===== src/common/scan_pkg.sv =====
package scan_pkg;

  //////////////////////////////////////////////////////////////////////
  // Chain and timing constants
  //////////////////////////////////////////////////////////////////////

  localparam int scan_chain_len     = 78;   // Configuration bits in the chip chain.
  localparam int scan_word_count    = 3;    // 32-bit words in the image.
  localparam int scan_image_width   = 96;   // Bits 78 and up never reach the chip.
  localparam int scan_clk_div       = 4;    // Clock cycles per scan tick.
  localparam int scan_div_width     = $clog2(scan_clk_div);
  localparam int scan_bit_cnt_width = 7;

  //////////////////////////////////////////////////////////////////////
  // Host command and response types
  //////////////////////////////////////////////////////////////////////

  typedef enum logic [1:0] {
    op_write_word = 2'd0,
    op_scan       = 2'd1,
    op_status     = 2'd2
  } scan_op_e;

  typedef struct packed {
    scan_op_e    op;
    logic [1:0]  index;   // Image word to write.
    logic [31:0] data;
  } scan_cmd_t;

  typedef struct packed {
    scan_op_e    op;
    logic        error;
    logic [31:0] data;
  } scan_resp_t;

  // Decoder to response generator.
  typedef struct packed {
    scan_op_e    op;
    logic        error;
    logic [31:0] word;    // Written word, zero for scan and status.
  } scan_resp_req_t;

  //////////////////////////////////////////////////////////////////////
  // Shifter states
  //////////////////////////////////////////////////////////////////////

  typedef enum logic [1:0] {
    idle     = 2'd0,
    shifting = 2'd1,
    loading  = 2'd2
  } shift_state_e;

endpackage


===== src/scan_engine/scan_shifter.sv =====
`timescale 1ns/100ps

module scan_shifter (
  input  logic                                  clk,
  input  logic                                  reset,
  input  logic                                  scan_valid,
  output logic                                  scan_ready,
  input  logic [scan_pkg::scan_image_width-1:0] image,
  output logic                                  scan_done,
  output logic                                  scan_id,
  output logic                                  scan_phi,
  output logic                                  scan_phi_bar,
  output logic                                  scan_data_in,
  output logic                                  scan_load_chip
);

  import scan_pkg::*;

  shift_state_e                  state;
  logic [scan_div_width-1:0]     div_cnt;
  logic                          tick;
  logic                          scan_fire;
  logic [1:0]                    phase;
  logic [scan_bit_cnt_width-1:0] bit_cnt;
  logic [scan_chain_len-1:0]     chain_q;
  logic                          in_chain;
  logic                          last_bit;

  assign scan_ready = (state == idle);
  assign scan_fire  = scan_valid && scan_ready;

  //////////////////////////////////////////////////////////////////////
  // Tick divider
  //////////////////////////////////////////////////////////////////////

  // The divider never stops, so the first tick after a launch lands
  // anywhere from one to scan_clk_div cycles later.
  assign tick = (div_cnt == scan_div_width'(scan_clk_div - 1));

  always_ff @(posedge clk) begin
    if (reset) begin
      div_cnt <= '0;
    end else if (tick) begin
      div_cnt <= '0;
    end else begin
      div_cnt <= div_cnt + 1'b1;
    end
  end

  //////////////////////////////////////////////////////////////////////
  // Phase and bit counters
  //////////////////////////////////////////////////////////////////////

  // A launch parks the counters one tick before bit 0, phase 0.
  always_ff @(posedge clk) begin
    if (reset) begin
      phase <= 2'd0;
    end else if (scan_fire) begin
      phase <= 2'd3;
    end else if (tick && state != idle) begin
      phase <= phase + 2'd1;
    end
  end

  always_ff @(posedge clk) begin
    if (reset) begin
      bit_cnt <= '1;
    end else if (scan_fire) begin
      bit_cnt <= '1;                          // Wraps to bit 0 on the first tick.
    end else if (tick && state != idle && phase == 2'd3) begin
      bit_cnt <= bit_cnt + 1'b1;
    end
  end

  assign last_bit = (bit_cnt == scan_bit_cnt_width'(scan_chain_len - 1));

  //////////////////////////////////////////////////////////////////////
  // Sequencer
  //////////////////////////////////////////////////////////////////////

  always_ff @(posedge clk) begin
    if (reset) begin
      state     <= idle;
      scan_done <= 1'b0;
    end else begin
      scan_done <= 1'b0;
      case (state)
        idle: begin
          if (scan_fire) begin
            state <= shifting;
          end
        end
        shifting: begin
          if (tick && phase == 2'd3 && last_bit) begin
            state <= loading;                 // One extra period for the load pulse.
          end
        end
        loading: begin
          if (tick && phase == 2'd3) begin
            state     <= idle;
            scan_done <= 1'b1;
          end
        end
        default: begin
          state <= idle;
        end
      endcase
    end
  end

  // Only the chain bits are kept, the upper image bits are never shifted.
  always_ff @(posedge clk) begin
    if (scan_fire) begin
      chain_q <= image[scan_chain_len-1:0];
    end
  end

  //////////////////////////////////////////////////////////////////////
  // Chip pins
  //////////////////////////////////////////////////////////////////////

  // Before the first tick bit_cnt still holds all ones, which keeps
  // every pin low.
  assign in_chain = (state == shifting) &&
                    (bit_cnt < scan_bit_cnt_width'(scan_chain_len));

  assign scan_id        = (state != idle) &&
                          (bit_cnt <= scan_bit_cnt_width'(scan_chain_len));
  assign scan_phi       = in_chain && (phase == 2'd0);
  assign scan_phi_bar   = in_chain && (phase == 2'd2);
  assign scan_data_in   = in_chain ? chain_q[bit_cnt] : 1'b0;
  assign scan_load_chip = (state == loading) && (phase == 2'd3);

endmodule


===== src/logic/scan_cmd_decode.sv =====
`timescale 1ns/100ps

module scan_cmd_decode (
  input  logic                                  clk,
  input  logic                                  reset,
  input  logic                                  cmd_valid,
  input  scan_pkg::scan_cmd_t                   cmd,
  output logic                                  cmd_ready,
  output logic                                  scan_valid,
  input  logic                                  scan_ready,
  output logic [scan_pkg::scan_image_width-1:0] image,
  input  logic                                  scan_done,
  output logic                                  req_valid,
  input  logic                                  req_ready,
  output scan_pkg::scan_resp_req_t              req
);

  import scan_pkg::*;

  typedef enum logic [1:0] {
    dec_idle = 2'd0,
    dec_req  = 2'd1,   // Request waiting for the response generator.
    dec_scan = 2'd2    // Scan launched, waiting for scan_done.
  } dec_state_e;

  dec_state_e state;
  dec_state_e state_next;
  logic       cmd_fire;
  logic       req_fire;
  logic       index_ok;

  assign cmd_fire = cmd_valid && cmd_ready;
  assign req_fire = req_valid && req_ready;
  assign index_ok = (cmd.index < scan_word_count);

  always_comb begin
    state_next = state;
    case (state)
      dec_idle: begin
        if (cmd_fire) begin
          state_next = (cmd.op == op_scan) ? dec_scan : dec_req;
        end
      end
      dec_req: begin
        if (req_fire) begin
          state_next = dec_idle;
        end
      end
      dec_scan: begin
        if (scan_done) begin
          state_next = dec_req;
        end
      end
      default: begin
        state_next = dec_idle;
      end
    endcase
  end

  //////////////////////////////////////////////////////////////////////
  // Control and image
  //////////////////////////////////////////////////////////////////////

  always_ff @(posedge clk) begin
    if (reset) begin
      state      <= dec_idle;
      cmd_ready  <= 1'b0;
      scan_valid <= 1'b0;
      req_valid  <= 1'b0;
      image      <= '0;
    end else begin
      state     <= state_next;
      cmd_ready <= (state_next == dec_idle);   // Busy until the request drains.
      if (scan_valid && scan_ready) begin
        scan_valid <= 1'b0;
      end
      if (req_fire) begin
        req_valid <= 1'b0;
      end
      if (cmd_fire) begin
        case (cmd.op)
          op_write_word: begin
            if (index_ok) begin
              image[{cmd.index, 5'd0} +: 32] <= cmd.data;
            end
            req_valid <= 1'b1;
          end
          op_scan: begin
            scan_valid <= 1'b1;   // The image stays put, no command is taken.
          end
          default: begin
            req_valid <= 1'b1;
          end
        endcase
      end
      if (scan_done && state == dec_scan) begin
        req_valid <= 1'b1;
      end
    end
  end

  // Request payload, held from the command until its transfer.
  always_ff @(posedge clk) begin
    if (cmd_fire) begin
      req.op   <= cmd.op;
      req.word <= (cmd.op == op_write_word) ? cmd.data : 32'd0;
      case (cmd.op)
        op_write_word:      req.error <= !index_ok;
        op_scan, op_status: req.error <= 1'b0;
        default:            req.error <= 1'b1;
      endcase
    end
  end

endmodule


===== src/logic/scan_resp_gen.sv =====
`timescale 1ns/100ps

module scan_resp_gen (
  input  logic                     clk,
  input  logic                     reset,
  input  logic                     req_valid,
  output logic                     req_ready,
  input  scan_pkg::scan_resp_req_t req,
  output logic                     resp_valid,
  input  logic                     resp_ready,
  output scan_pkg::scan_resp_t     resp
);

  import scan_pkg::*;

  logic [15:0] scan_count;
  logic [15:0] count_next;
  logic        req_fire;

  // A new request is taken only once the held response has left.
  assign req_ready  = !resp_valid || resp_ready;
  assign req_fire   = req_valid && req_ready;
  assign count_next = scan_count + 16'd1;

  always_ff @(posedge clk) begin
    if (reset) begin
      resp_valid <= 1'b0;
      scan_count <= 16'd0;
    end else begin
      if (req_fire) begin
        resp_valid <= 1'b1;
      end else if (resp_ready) begin
        resp_valid <= 1'b0;
      end
      if (req_fire && req.op == op_scan) begin
        scan_count <= count_next;   // Counts completed scans.
      end
    end
  end

  //////////////////////////////////////////////////////////////////////
  // Response payload
  //////////////////////////////////////////////////////////////////////

  always_ff @(posedge clk) begin
    if (req_fire) begin
      resp.op    <= req.op;
      resp.error <= req.error;
      case (req.op)
        op_write_word: begin
          resp.data <= req.word;
        end
        op_scan: begin
          resp.data <= {16'd0, count_next};   // Count including this scan.
        end
        op_status: begin
          resp.data <= {16'd0, scan_count};
        end
        default: begin
          resp.data <= 32'd0;
        end
      endcase
    end
  end

endmodule


===== src/logic/scan_config_top.sv =====
`timescale 1ns/100ps

module scan_config_top (
  input  logic                 clk,
  input  logic                 reset,
  input  logic                 cmd_valid,
  output logic                 cmd_ready,
  input  scan_pkg::scan_cmd_t  cmd,
  output logic                 resp_valid,
  input  logic                 resp_ready,
  output scan_pkg::scan_resp_t resp,
  output logic                 scan_id,
  output logic                 scan_phi,
  output logic                 scan_phi_bar,
  output logic                 scan_data_in,
  output logic                 scan_load_chip
);

  import scan_pkg::*;

  logic                        scan_valid;
  logic                        scan_ready;
  logic                        scan_done;
  logic [scan_image_width-1:0] image;
  logic                        req_valid;
  logic                        req_ready;
  scan_resp_req_t              req;

  //////////////////////////////////////////////////////////////////////
  // Decode, scan and response
  //////////////////////////////////////////////////////////////////////

  scan_cmd_decode decode_i (
    .clk        (clk),
    .reset      (reset),
    .cmd_valid  (cmd_valid),
    .cmd        (cmd),
    .cmd_ready  (cmd_ready),
    .scan_valid (scan_valid),
    .scan_ready (scan_ready),
    .image      (image),
    .scan_done  (scan_done),
    .req_valid  (req_valid),
    .req_ready  (req_ready),
    .req        (req)
  );

  scan_shifter shifter_i (
    .clk            (clk),
    .reset          (reset),
    .scan_valid     (scan_valid),
    .scan_ready     (scan_ready),
    .image          (image),
    .scan_done      (scan_done),
    .scan_id        (scan_id),
    .scan_phi       (scan_phi),
    .scan_phi_bar   (scan_phi_bar),
    .scan_data_in   (scan_data_in),
    .scan_load_chip (scan_load_chip)
  );

  scan_resp_gen resp_i (
    .clk        (clk),
    .reset      (reset),
    .req_valid  (req_valid),
    .req_ready  (req_ready),
    .req        (req),
    .resp_valid (resp_valid),
    .resp_ready (resp_ready),
    .resp       (resp)
  );

endmodule


===== config.mk =====
export PLATFORM = sky130hd
export DESIGN_NAME = scan_config_top
export DESIGN_NICKNAME = d
export VERILOG_FILES = /design/src/common/scan_pkg.sv /design/src/scan_engine/scan_shifter.sv /design/src/logic/scan_cmd_decode.sv /design/src/logic/scan_resp_gen.sv /design/src/logic/scan_config_top.sv
export SDC_FILE = /design/constraint.sdc
export NUM_CORES = 1
export LEC_CHECK = 0
export BUFFER_PORTS_ARGS = -buffer_cell sky130_fd_sc_hd__buf_2
export CAP_MARGIN = 25
export CORE_MARGIN = 2
export CORE_UTILIZATION = 46
export CTS_CLUSTER_DIAMETER = 100
export DETAILED_ROUTE_END_ITERATION = 12
export SLEW_MARGIN = 15
export SYNTH_ARGS = -nofsm -noshare
export SYNTH_HDL_FRONTEND = slang
export SYNTH_SLANG_ARGS = --single-unit

===== constraint.sdc =====
create_clock -name clk -period 3.85 [get_ports clk]
set_clock_uncertainty 0.1 [all_clocks]
set_input_delay 0.5775 -clock clk [delete_from_list [all_inputs] [get_ports clk]]
set_output_delay 0.5775 -clock clk [all_outputs]
set_load 0.005 [all_outputs]

* After elaboration in Yosys (flattened, before gate mapping)
Cells that the tools add are included.
** Word-level totals
- Register bits :: 280
- Input bits :: 40
- Output and inout port bits :: 42
- Word-level logic and storage cells :: 105
** Cells by class
- Add/subtract/negate cells :: 5
- Order comparisons :: 4
- Equality and inequality tests :: 15
- Shifts and indexed selects :: 2
- Muxes and demuxes :: 27
- Bitwise gates (word level) :: 1
- Reduce and logical (&&, ||, !) cells :: 32
** Operators by type and width (number)
- 96-bit bitwise mux :: 1
- 32-bit one-hot mux with 3 select lines :: 1
- 32-bit by 9-bit variable shift with 96-bit output (first input constant) :: 1
- 32-bit by 9-bit indexed part select with 96-bit output :: 1
- 2-bit two-way mux :: 9
- 16-bit by 1-bit adder with 16-bit output (second input constant) :: 1
- 2-bit equality test (second input constant) :: 7
- 1-bit logical AND :: 14
- 2-bit zero test :: 6
- 1-bit two-way mux :: 12
- 2-bit one-hot mux with 3 select lines :: 2
- 7-bit negation with 9-bit output :: 1
- 2-bit by 1-bit equality test with 1-bit output (second input constant) :: 4
- 7-bit by 8-bit < comparator with 1-bit output (second input constant) :: 1
- 2-bit OR reduction :: 4
- 7-bit by 1-bit adder with 7-bit output (second input constant) :: 1
- 1-bit binary-select mux with 7-bit select :: 1
- 7-bit equality test (second input constant) :: 1
- 7-bit <= comparator (second input constant) :: 1
- 7-bit < comparator (second input constant) :: 1
- 3-bit AND reduction :: 2
- 2-bit nonzero test :: 3
- 2-bit by 1-bit adder with 2-bit output (second input constant) :: 2
- 2-bit by 1-bit inequality test with 1-bit output (second input constant) :: 2
- other kinds (6) :: 7

* Longest topological paths before layout
Gate-level depths: netlist (run 1).
- Word-level depth :: 7
- Depth in mapped cells :: 7
- Depth with buffers taken out :: 6

* By module
From an unflattened synthesis (run 1), not the netlist that was laid out.
** Second synthesis, totals
- Cell total of the unflattened synthesis :: 1048
- Area, all modules :: 11857.6 um^2
** Modules (own cells, without submodules)
- scan_cmd_decode :: instances 1, cells each 591, area each 5519.0 um^2, seq. area each 3072.9 um^2
- scan_shifter :: instances 1, cells each 224, area each 3828.7 um^2, seq. area each 2622.5 um^2
- scan_resp_gen :: instances 1, cells each 233, area each 2509.9 um^2, seq. area each 1391.3 um^2

* Least setup slack after synthesis (run 1)
Ideal clock, no wire load.
- Kind :: register -> register
- Start :: register shifter_i.state[0]
- End :: register shifter_i.bit_cnt[1]
- Library setup time :: 0.106 ns
- Data arrival time :: 2.737 ns
- Data required time :: 3.644 ns
- Path slack :: 0.907 ns
- Stages on the path, launching flop included :: 6
- Buffers on the path :: 0
- Clock period less this slack :: 2.943 ns
- Cell sequence :: dfxtp_1 > nor2_1 > nand2_1 > inv_1 > nor2_1 > o311ai_0
** On the way
- Word-level cells in the longest chain between the ends :: 3
- Elaborated cells between the ends (all ways) :: 6
- Classes of those cells :: reduce/logical (6)
** RTL lines
- start, declared :: RTL line scan_shifter.sv:19 : shift_state_e state;
- start signal, assigned :: RTL line scan_shifter.sv:83 : state <= idle;
- start signal, assigned :: RTL line scan_shifter.sv:90 : state <= shifting;
- start signal, assigned :: RTL line scan_shifter.sv:95 : state <= loading;
- 2-bit zero test :: RTL line scan_shifter.sv:29 : assign scan_ready = (state == idle);
- 1-bit logical AND :: RTL line scan_shifter.sv:30 : assign scan_fire = scan_valid && scan_ready;
- via shifter_i.scan_fire :: RTL line scan_shifter.sv:22 : logic scan_fire;
- 2-bit OR reduction (no line)
- end signal, assigned :: RTL line scan_shifter.sv:71 : bit_cnt <= bit_cnt + 1'b1;
- end, declared :: RTL line scan_shifter.sv:24 : logic [scan_bit_cnt_width-1:0] bit_cnt;
The timed path passes the listed nets, and every way through them passes these cells.
A chain may end at the register's enable or synchronous reset.

* Worst setup path in the final report (run 1)
- Start :: register shifter_i.bit_cnt[0]
- End :: output port scan_data_in
** On the way
- Word-level cells in the longest chain between the ends :: 3
- Elaborated cells between the ends (all ways) :: 5
- Classes of those cells :: order compare (1); mux (3); reduce/logical (1)
** RTL lines
- 1-bit binary-select mux with 7-bit select / 7-bit < comparator (equally long branches) :: RTL line scan_shifter.sv:131, scan_shifter.sv:125
- 1-bit two-way mux (implied by the code) / 1-bit logical AND (equally long branches) :: RTL line scan_shifter.sv:131, scan_shifter.sv:124
- 1-bit two-way mux * :: RTL line scan_shifter.sv:131 : assign scan_data_in = in_chain ? chain_q[bit_cnt] : 1'b0;
- end, declared :: RTL line scan_config_top.sv:15 : output logic scan_data_in,
Every way passes the cells marked *; elsewhere a longest branch is shown, timed or not. The select of a mux whose other input is x is not followed.

==> results of run 1 <==
==> sequential cells by signal, indices dropped and copies added, names as in the netlist <==
signal and cells:
shifter_i.chain_q 78, shifter_i.div_cnt 2, resp_i.scan_count 16, decode_i.req_valid 1, shifter_i.bit_cnt 7, decode_i.state 2, decode_i.req 35, shifter_i.phase 2
resp_i.resp 35, decode_i.image 78, shifter_i.state 2, decode_i.scan_valid 1, decode_i.cmd_ready 1, resp_i.resp_valid 1, shifter_i.scan_done 1
==> cell type report <==
class	instances	area share
Clock buffer	43	0.0703
Clock inverter	11	0.00820
Inverter	21	0.00758
Multi-Input combinational cell	583	0.287
Sequential cell	262	0.551
Tap cell	285	0.0292
Timing Repair Buffer	101	0.0467
==> cells by family after synthesis <==
group | count (synthesis) | synth area share
and+or+nand+nor | 362 | 0.172
AOI/OAI and AO/OA | 165 | 0.0826
muxes | 29 | 0.0503
DFF | 262 | 0.638
buffers and inverters | 80 | 0.0304
xor gates and xnor gates | 15 | 0.0125
adders and majority gates | 12 | 0.0142
==> per-layer routing <==
| metal | vias up | track usage | routed length (um) |
|---|---|---|---|
| met4 | 0 | 0.0485 | 399 |
| met2 | 187 | 0.305 | 11000 |
| li1 | 3458 | - | - |
| met3 | 31 | 0.0295 | 1330 |
| met5 | - | 0 | 0 |
| met1 | 3380 | 0.308 | 11600 |
==> worst max-delay path by stage <==
| stage | start | endpoint | slack (ns) | cells past startpoint |
|---|---|---|---|---|
| after floorplan | shifter_i.state[0]$_SDFFE_PP0P_ | shifter_i.bit_cnt[1]$_SDFFE_PP1P_ | 0.91 | 5 |
| after global placement | shifter_i.bit_cnt[0]$_SDFFE_PP1P_ | scan_data_in | 1.10 | 7 |
| after detailed placement | shifter_i.bit_cnt[0]$_SDFFE_PP1P_ | scan_data_in | 1.10 | 7 |
| after CTS | shifter_i.bit_cnt[0]$_SDFFE_PP1P_ | scan_data_in | 0.51 | 7 |
| after global routing | shifter_i.bit_cnt[0]$_SDFFE_PP1P_ | scan_data_in | 0.43 | 7 |
| final | shifter_i.bit_cnt[0]$_SDFFE_PP1P_ | scan_data_in | 0.52 | 7 |
==> power breakdown <==
group	total [mW]	switching, mW	internal, mW
Sequential	3.01	0.0156	2.99
Combinational	0.220	0.155	0.0653
Clock	2.70	1.09	1.61
Total	5.93	1.26	4.67
==> Yosys cell counts (2+ instances only) <==
cell	number
nor4_1	4
buf_2	5
mux2i_1	8
o22ai_1	6
o21ai_0	37
nand4_1	3
and2_0	3
o211ai_1	2
xnor2_1	11
nand2_1	121
a31oi_1	4
a21oi_1	107
nor2b_1	9
clkbuf_1	53
inv_1	19
or3_1	5
nor4b_1	2
nor3b_1	5
xor2_1	4
nand3b_1	3
o2111ai_1	2
ha_1	12
edfxtp_1	148
nor3_1	11
mux2_2	2
dfxtp_1	114
mux4_2	19
and2_1	53
nor4_2	2
nand3_1	88
nor2_1	33
and3_1	5
nand2b_1	6
==> worst max-delay path: stages, from the launching register on <==
cell and delay (ns):
dfxtp_1 0.31, buf_4 0.34, mux4_2 0.55, o22ai_1 0.16, nor2_1 0.07, o2111ai_1 0.30, nand3_1 0.19, buf_2 0.17
==> results.sh, run 1 <==
export IMPL_dr_pass1_iters=5
export IMPL_grt_max_degree=50
export IMPL_grt_setup_unrepaired="no"
export IMPL_post_cts_resized=0
export IMPL_synth_cells=925
export IMPL_grt_pass1_wl_um=38200
export IMPL_holdPathEnd="decode_i.image[24]$_SDFFE_PP0P_"
export IMPL_crit_type="reg2out"
export IMPL_final_cells=1306
export IMPL_p_per_area_nw_per_um2=485
export IMPL_stdcell_area_sq_um=12200
export IMPL_drt_iter0_drc=504
export IMPL_timing_rr_end="resp_i.scan_count[3]$_SDFFE_PP0P_"
export IMPL_slew_headroom=0.468
export IMPL_gr_total_overflow=0
export IMPL_numCtsBuffers=29
export IMPL_fill_cells=1966
export IMPL_crit_arrival_ns=2.65
export IMPL_die_h_um=155
export IMPL_hold_start="cmd[24]"
export IMPL_start_kind="register"
export IMPL_r2r_slack_ns=1.25
export IMPL_cts_htree_levels=1
export IMPL_drc=0
export IMPL_finalPower_mw=5.93
export IMPL_grt_pass1_vias=6702
export IMPL_regArea_sq_um=6730
export IMPL_cts_sinks=262
export IMPL_drive_gt1_frac=0.177
export IMPL_layout_cells_most_common_list="edfxtp_1, nand2_1, dfxtp_1"
export IMPL_fmax_mhz=300
export IMPL_min_period_ns=3.33
export IMPL_finalCritPeriodShare=0.865
export IMPL_synth_top_area_frac=0.421
export IMPL_drv_cap=0
export IMPL_dpl_hpwl_um=16200
export IMPL_die_x_um=155
export IMPL_path_max_fanout=22
export IMPL_antenna_found_initial=1
export IMPL_gp_congestion=0.843
export IMPL_status="finished clean"
export IMPL_ant_nets=0
export IMPL_worst_endpoint_required_ns=3.17
export IMPL_path_clk_slew_ns=0.06
export IMPL_worstHoldPathType="in2reg"
export IMPL_wl_per_cell_um=18.6
export IMPL_finalMaxSlewViolations=0
export IMPL_synth_area_per_cell_sq_um=11.4
export IMPL_finalSetupViolCount=0
export IMPL_r2r_start="decode_i.req[33]$_DFFE_PN_"
export IMPL_route_vias_total=7056
export IMPL_synth_seq_area_share=0.638
export IMPL_yosys_top_cells_area="edfxtp_1, dfxtp_1, a21oi_1"
export IMPL_clock_latency_ns=0.54
export IMPL_post_place_ws_ns=1.10
export IMPL_hold_worst_slack_ns=0.222
export IMPL_final_common_cell="edfxtp_1"
export IMPL_num_rows=55
export IMPL_setup_tns_ns=0
export IMPL_synth_fp_nets=977
export IMPL_synth_async_reset_ratio=0
export IMPL_ys_types=52
export IMPL_syn_area_sq_um=10500
export IMPL_p_leak_nw=4.27
export IMPL_rr_worst_depth=5
export IMPL_core_area_sq_um=22600
export IMPL_ys_flop_type="edfxtp_1"
export IMPL_placed_cells=1252
export IMPL_endpoint_kind="output port"
export IMPL_post_cts_buffers=0
export IMPL_postPlaceCellArea_sq_um=11300
export IMPL_num_io_pins=82
export IMPL_numPortBuffers=81
export IMPL_viasPerCell=5.40
export IMPL_setup_ws_ns=0.519
export IMPL_hold_viol=0
export IMPL_peakVddDrop_mv=0.276
export IMPL_ys_ff_latch=262
export IMPL_diodes=0
export IMPL_wirelength_um=24300
export IMPL_ctsHoldBuffers=0
export IMPL_cts_path_max_buffers=3
export IMPL_synth_edf_count=148
export IMPL_worstMarginPinSlew_ns=0.795
export IMPL_grtUsageTotal=0.202
export IMPL_yosys_warnings=0
export IMPL_dieArea_sq_um=24200
export IMPL_syn_to_final_growth_pct=15.8
export IMPL_start_util=0.467
export IMPL_cts_tree="yes"
export IMPL_synth_largest_area_cell="edfxtp_1"
export IMPL_final_util=0.541
export IMPL_clk_root_buffer_cell="clkbuf_16"
export IMPL_hold_depth=3
export IMPL_multi_input_area_sq_um=3510
export IMPL_final_nets=1050
No activity file was read; power rests on OpenSTA's default activity.
==> inputs of run 2 (changes only) <==
--- a/config.mk
+++ b/config.mk
@@ -8,9 +8,10 @@
 export BUFFER_PORTS_ARGS = -buffer_cell sky130_fd_sc_hd__buf_2
 export CAP_MARGIN = 25
 export CORE_MARGIN = 2
-export CORE_UTILIZATION = 46
+export CORE_UTILIZATION = 50
 export CTS_CLUSTER_DIAMETER = 100
 export DETAILED_ROUTE_END_ITERATION = 12
+export PLACE_DENSITY = 0.66
 export SLEW_MARGIN = 15
 export SYNTH_ARGS = -nofsm -noshare
 export SYNTH_HDL_FRONTEND = slang
==> results.sh, run 2 (same netlist as run 1, synthesis figures left out) <==
export IMPL_cts_htree_levels=1
export IMPL_die_x_um=149
export IMPL_core_area_sq_um=20900
export IMPL_grtUsageTotal=0.219
export IMPL_post_place_ws_ns=1.14
export IMPL_drc=0
export IMPL_drt_iter0_drc=566
export IMPL_numPortBuffers=81
export IMPL_cts_tree="yes"
export IMPL_final_util=0.580
export IMPL_post_cts_buffers=0
export IMPL_placed_cells=1241
export IMPL_gr_total_overflow=0
export IMPL_r2r_start="decode_i.req[33]$_DFFE_PN_"
export IMPL_final_cells=1290
export IMPL_clk_root_buffer_cell="clkbuf_16"
export IMPL_path_clk_slew_ns=0.06
export IMPL_viasPerCell=5.62
export IMPL_wirelength_um=24300
export IMPL_diodes=0
export IMPL_syn_to_final_growth_pct=14.8
export IMPL_clock_latency_ns=0.53
export IMPL_peakVddDrop_mv=0.387
export IMPL_grt_setup_unrepaired="no"
export IMPL_finalPower_mw=5.77
export IMPL_hold_viol=0
export IMPL_fmax_mhz=308
export IMPL_hold_worst_slack_ns=0.223
export IMPL_num_io_pins=82
export IMPL_endpoint_kind="output port"
export IMPL_status="finished clean"
export IMPL_postPlaceCellArea_sq_um=11200
export IMPL_final_nets=1047
export IMPL_drive_gt1_frac=0.167
export IMPL_p_per_area_nw_per_um2=477
export IMPL_num_rows=53
export IMPL_gp_congestion=0.836
export IMPL_min_period_ns=3.25
export IMPL_worst_endpoint_required_ns=3.17
export IMPL_die_h_um=149
export IMPL_stdcell_area_sq_um=12100
export IMPL_ant_nets=0
export IMPL_cts_sinks=262
export IMPL_layout_cells_most_common_list="edfxtp_1, nand2_1, dfxtp_1"
export IMPL_grt_pass1_wl_um=37800
export IMPL_cts_path_max_buffers=3
export IMPL_finalCritPeriodShare=0.844
export IMPL_slew_headroom=0.417
export IMPL_crit_arrival_ns=2.57
export IMPL_start_util=0.505
export IMPL_dpl_hpwl_um=16300
export IMPL_post_cts_resized=0
export IMPL_finalSetupViolCount=0
export IMPL_setup_tns_ns=0
export IMPL_r2r_slack_ns=1.23
export IMPL_p_leak_nw=4.21
export IMPL_reg_largest_list="decode_i.image (78), shifter_i.chain_q (78)"
export IMPL_dr_pass1_iters=5
export IMPL_grt_pass1_vias=6737
export IMPL_startpoint="shifter_i.bit_cnt[0]$_SDFFE_PP1P_"
export IMPL_ctsHoldBuffers=0
export IMPL_drv_cap=0
export IMPL_final_common_cell="edfxtp_1"
export IMPL_setup_ws_ns=0.600
export IMPL_route_vias_total=7252
export IMPL_antenna_found_initial=0
export IMPL_path_max_fanout=22
export IMPL_start_kind="register"
export IMPL_wl_per_cell_um=18.9
export IMPL_worstHoldPathType="in2reg"
export IMPL_worstMarginPinSlew_ns=0.875
export IMPL_finalMaxSlewViolations=0
export IMPL_crit_type="reg2out"
export IMPL_grt_max_degree=67
export IMPL_hold_start="cmd[34]"
export IMPL_dieArea_sq_um=22300
export IMPL_numCtsBuffers=27
## run 2: area by class of cell
cell class,instances,area (sq um)
repair buffers,100,563
inverters,21,92.6
fillers,1759,8780
clock inverters,5,83.8
flip-flops and latches,262,6730
well taps,275,344
clock buffers,44,790
multi-input cells,583,3510
## run 2: worst max-delay path, cell delays in order, from the launching register on
cell       delay (ns)
dfxtp_1          0.30
buf_4            0.33
mux4_2           0.55
o22ai_1          0.17
nor2_1           0.07
o2111ai_1        0.27
nand3_1          0.18
buf_2            0.16
## run 2: final timing paths
| path | cells past startpoint | to |
|---|---|---|
| hold reg to reg | 0 | shifter_i.chain_q[0]$_DFFE_PP_ |
| setup / recovery | 7 | scan_data_in |
| hold / removal | 1 | decode_i.req[33]$_DFFE_PN_ |
| setup reg to reg | 4 | resp_i.scan_count[3]$_SDFFE_PP0P_ |
## run 2: per-layer routing
layer  GRT usage  vias up  wire length (um)
li1            -     3437                 -
met1       0.313     3495             10600
met2       0.356      292             11500
met3      0.0343       28              1720
met4      0.0533        0               473
met5           0        -                 0
## run 2: report_power, final
part / internal [mW] / switching (mW)
combinational: 0.0642 / 0.149
sequential: 2.99 / 0.0187
clock: 1.53 / 1.02
==> inputs of run 3 (changes only) <==
==> constraint.sdc (replaced) <==
create_clock -name clk -period 3.3 [get_ports clk]
set_clock_uncertainty 0.1 [all_clocks]
set_input_delay 0.495 -clock clk [delete_from_list [all_inputs] [get_ports clk]]
set_output_delay 0.495 -clock clk [all_outputs]
set_load 0.005 [all_outputs]
==> results.sh, run 3 (same netlist as run 1, synthesis figures left out) <==
export IMPL_status="finished clean"
export IMPL_rr_worst_depth=6
export IMPL_gp_congestion=0.870
export IMPL_finalMaxSlewViolations=0
export IMPL_grt_pass1_vias=6566
export IMPL_antenna_found_initial=1
export IMPL_cts_htree_levels=1
export IMPL_r2r_start="resp_i.scan_count[0]$_SDFFE_PP0P_"
export IMPL_drv_cap=0
export IMPL_numCtsBuffers=26
export IMPL_finalSetupViolCount=0
export IMPL_stdcell_area_sq_um=12100
export IMPL_num_io_pins=82
export IMPL_p_leak_nw=4.24
export IMPL_slew_headroom=0.429
export IMPL_post_cts_buffers=0
export IMPL_post_cts_resized=0
export IMPL_wl_per_cell_um=17.8
export IMPL_core_area_sq_um=20900
export IMPL_dr_pass1_iters=5
export IMPL_drive_gt1_frac=0.172
export IMPL_cts_sinks=262
export IMPL_crit_arrival_ns=2.56
export IMPL_syn_to_final_growth_pct=15.1
export IMPL_start_kind="register"
export IMPL_dieArea_sq_um=22300
export IMPL_grtUsageTotal=0.209
export IMPL_drc=0
export IMPL_reg_largest_list="decode_i.image (78), shifter_i.chain_q (78)"
export IMPL_path_clk_slew_ns=0.06
export IMPL_worstMarginPinSlew_ns=0.856
export IMPL_setup_tns_ns=0
export IMPL_num_rows=53
export IMPL_grt_max_degree=58
export IMPL_numPortBuffers=81
export IMPL_placed_cells=1244
export IMPL_min_period_ns=3.15
export IMPL_timing_rr_end="resp_i.resp[14]$_SDFFCE_PN0P_"
export IMPL_finalCritPeriodShare=0.956
export IMPL_grt_setup_unrepaired="no"
export IMPL_cts_tree="yes"
export IMPL_viasPerCell=5.43
export IMPL_r2r_slack_ns=0.98
export IMPL_clk_root_buffer_cell="clkbuf_16"
export IMPL_final_cells=1291
export IMPL_start_util=0.505
export IMPL_ant_nets=0
export IMPL_ctsHoldBuffers=0
export IMPL_path_max_fanout=22
export IMPL_die_h_um=149
export IMPL_crit_type="reg2out"
export IMPL_postPlaceCellArea_sq_um=11300
export IMPL_drt_iter0_drc=558
export IMPL_grt_pass1_wl_um=36500
export IMPL_die_x_um=149
export IMPL_endpoint_kind="output port"
export IMPL_worstHoldPathType="in2reg"
export IMPL_final_common_cell="edfxtp_1"
export IMPL_startpoint="shifter_i.bit_cnt[0]$_SDFFE_PP1P_"
export IMPL_route_vias_total=7011
export IMPL_fmax_mhz=317
export IMPL_layout_cells_most_common_list="edfxtp_1, nand2_1, dfxtp_1"
export IMPL_wirelength_um=22900
export IMPL_peakVddDrop_mv=0.379
export IMPL_dpl_hpwl_um=15300
export IMPL_final_nets=1049
export IMPL_cts_path_max_buffers=3
export IMPL_hold_viol=0
export IMPL_gr_total_overflow=0
export IMPL_worst_endpoint_required_ns=2.70
export IMPL_diodes=0
export IMPL_p_per_area_nw_per_um2=555
export IMPL_cp_endpoint="scan_data_in"
export IMPL_clock_latency_ns=0.53
## run 3: routing by layer
layer | wire, um | GRT usage | up-vias
met1 | 10600 | 0.304 | 3326
met5 | 13 | 0 | -
met2 | 10600 | 0.329 | 205
met4 | 429 | 0.0476 | 2
li1 | - | - | 3443
met3 | 1310 | 0.0376 | 35
## run 3: how the worst min path moves through the flow
stage	to	slack, ns	start	depth (start not counted)
2_1_floorplan	resp_i.resp[32]$_DFFE_PP_	0.30	decode_i.req[32]$_SDFFCE_PN1N_	0
5_1_grt	decode_i.req[33]$_DFFE_PN_	0.12	cmd[34]	1
3_3_place_gp	shifter_i.chain_q[17]$_DFFE_PP_	0.31	decode_i.image[17]$_SDFFE_PP0P_	0
6_report	decode_i.req[33]$_DFFE_PN_	0.13	cmd[34]	1
4_1_cts	decode_i.req[33]$_DFFE_PN_	0.11	cmd[34]	1
3_5_place_dp	shifter_i.chain_q[1]$_DFFE_PP_	0.32	decode_i.image[1]$_SDFFE_PP0P_	0
## run 3: area by class of cell
type                            instances  area, sq um
Fill cell                            1753         8750
Sequential cell                       262         6730
Multi-Input combinational cell        583         3510
Clock buffer                           37          733
Timing Repair Buffer                  103          589
Tap cell                              275          344
Clock inverter                         10          143
Inverter                               21         92.6
## run 3: through the flow
step / total power, mW / hold WS (ns) / util / setup WS (ns)
6_report: 6.74 / 0.131 / 0.581 / 0.146
5_1_grt: 6.97 / 0.121 / 0.581 / 0.0558
4_1_cts: 6.80 / 0.112 / 0.581 / 0.0503
3_5_place_dp: 3.83 / 0.315 / 0.539 / 0.626
3_3_place_gp: 3.83 / 0.312 / 0.539 / 0.675
2_1_floorplan: 3.70 / 0.300 / - / 0.357
## run 3: critical path, cell delays in order, from the launching register on
cell,delay (ns)
dfxtp_1,0.32
buf_6,0.27
mux4_2,0.54
o22ai_1,0.17
nor2_1,0.08
o2111ai_1,0.30
nand3_1,0.18
buf_2,0.16
## run 3: where the power goes
part           switching, mW  internal [mW]
Clock                   1.19           1.79
Combinational          0.173         0.0779
Sequential            0.0176           3.49
Total                   1.38           5.35
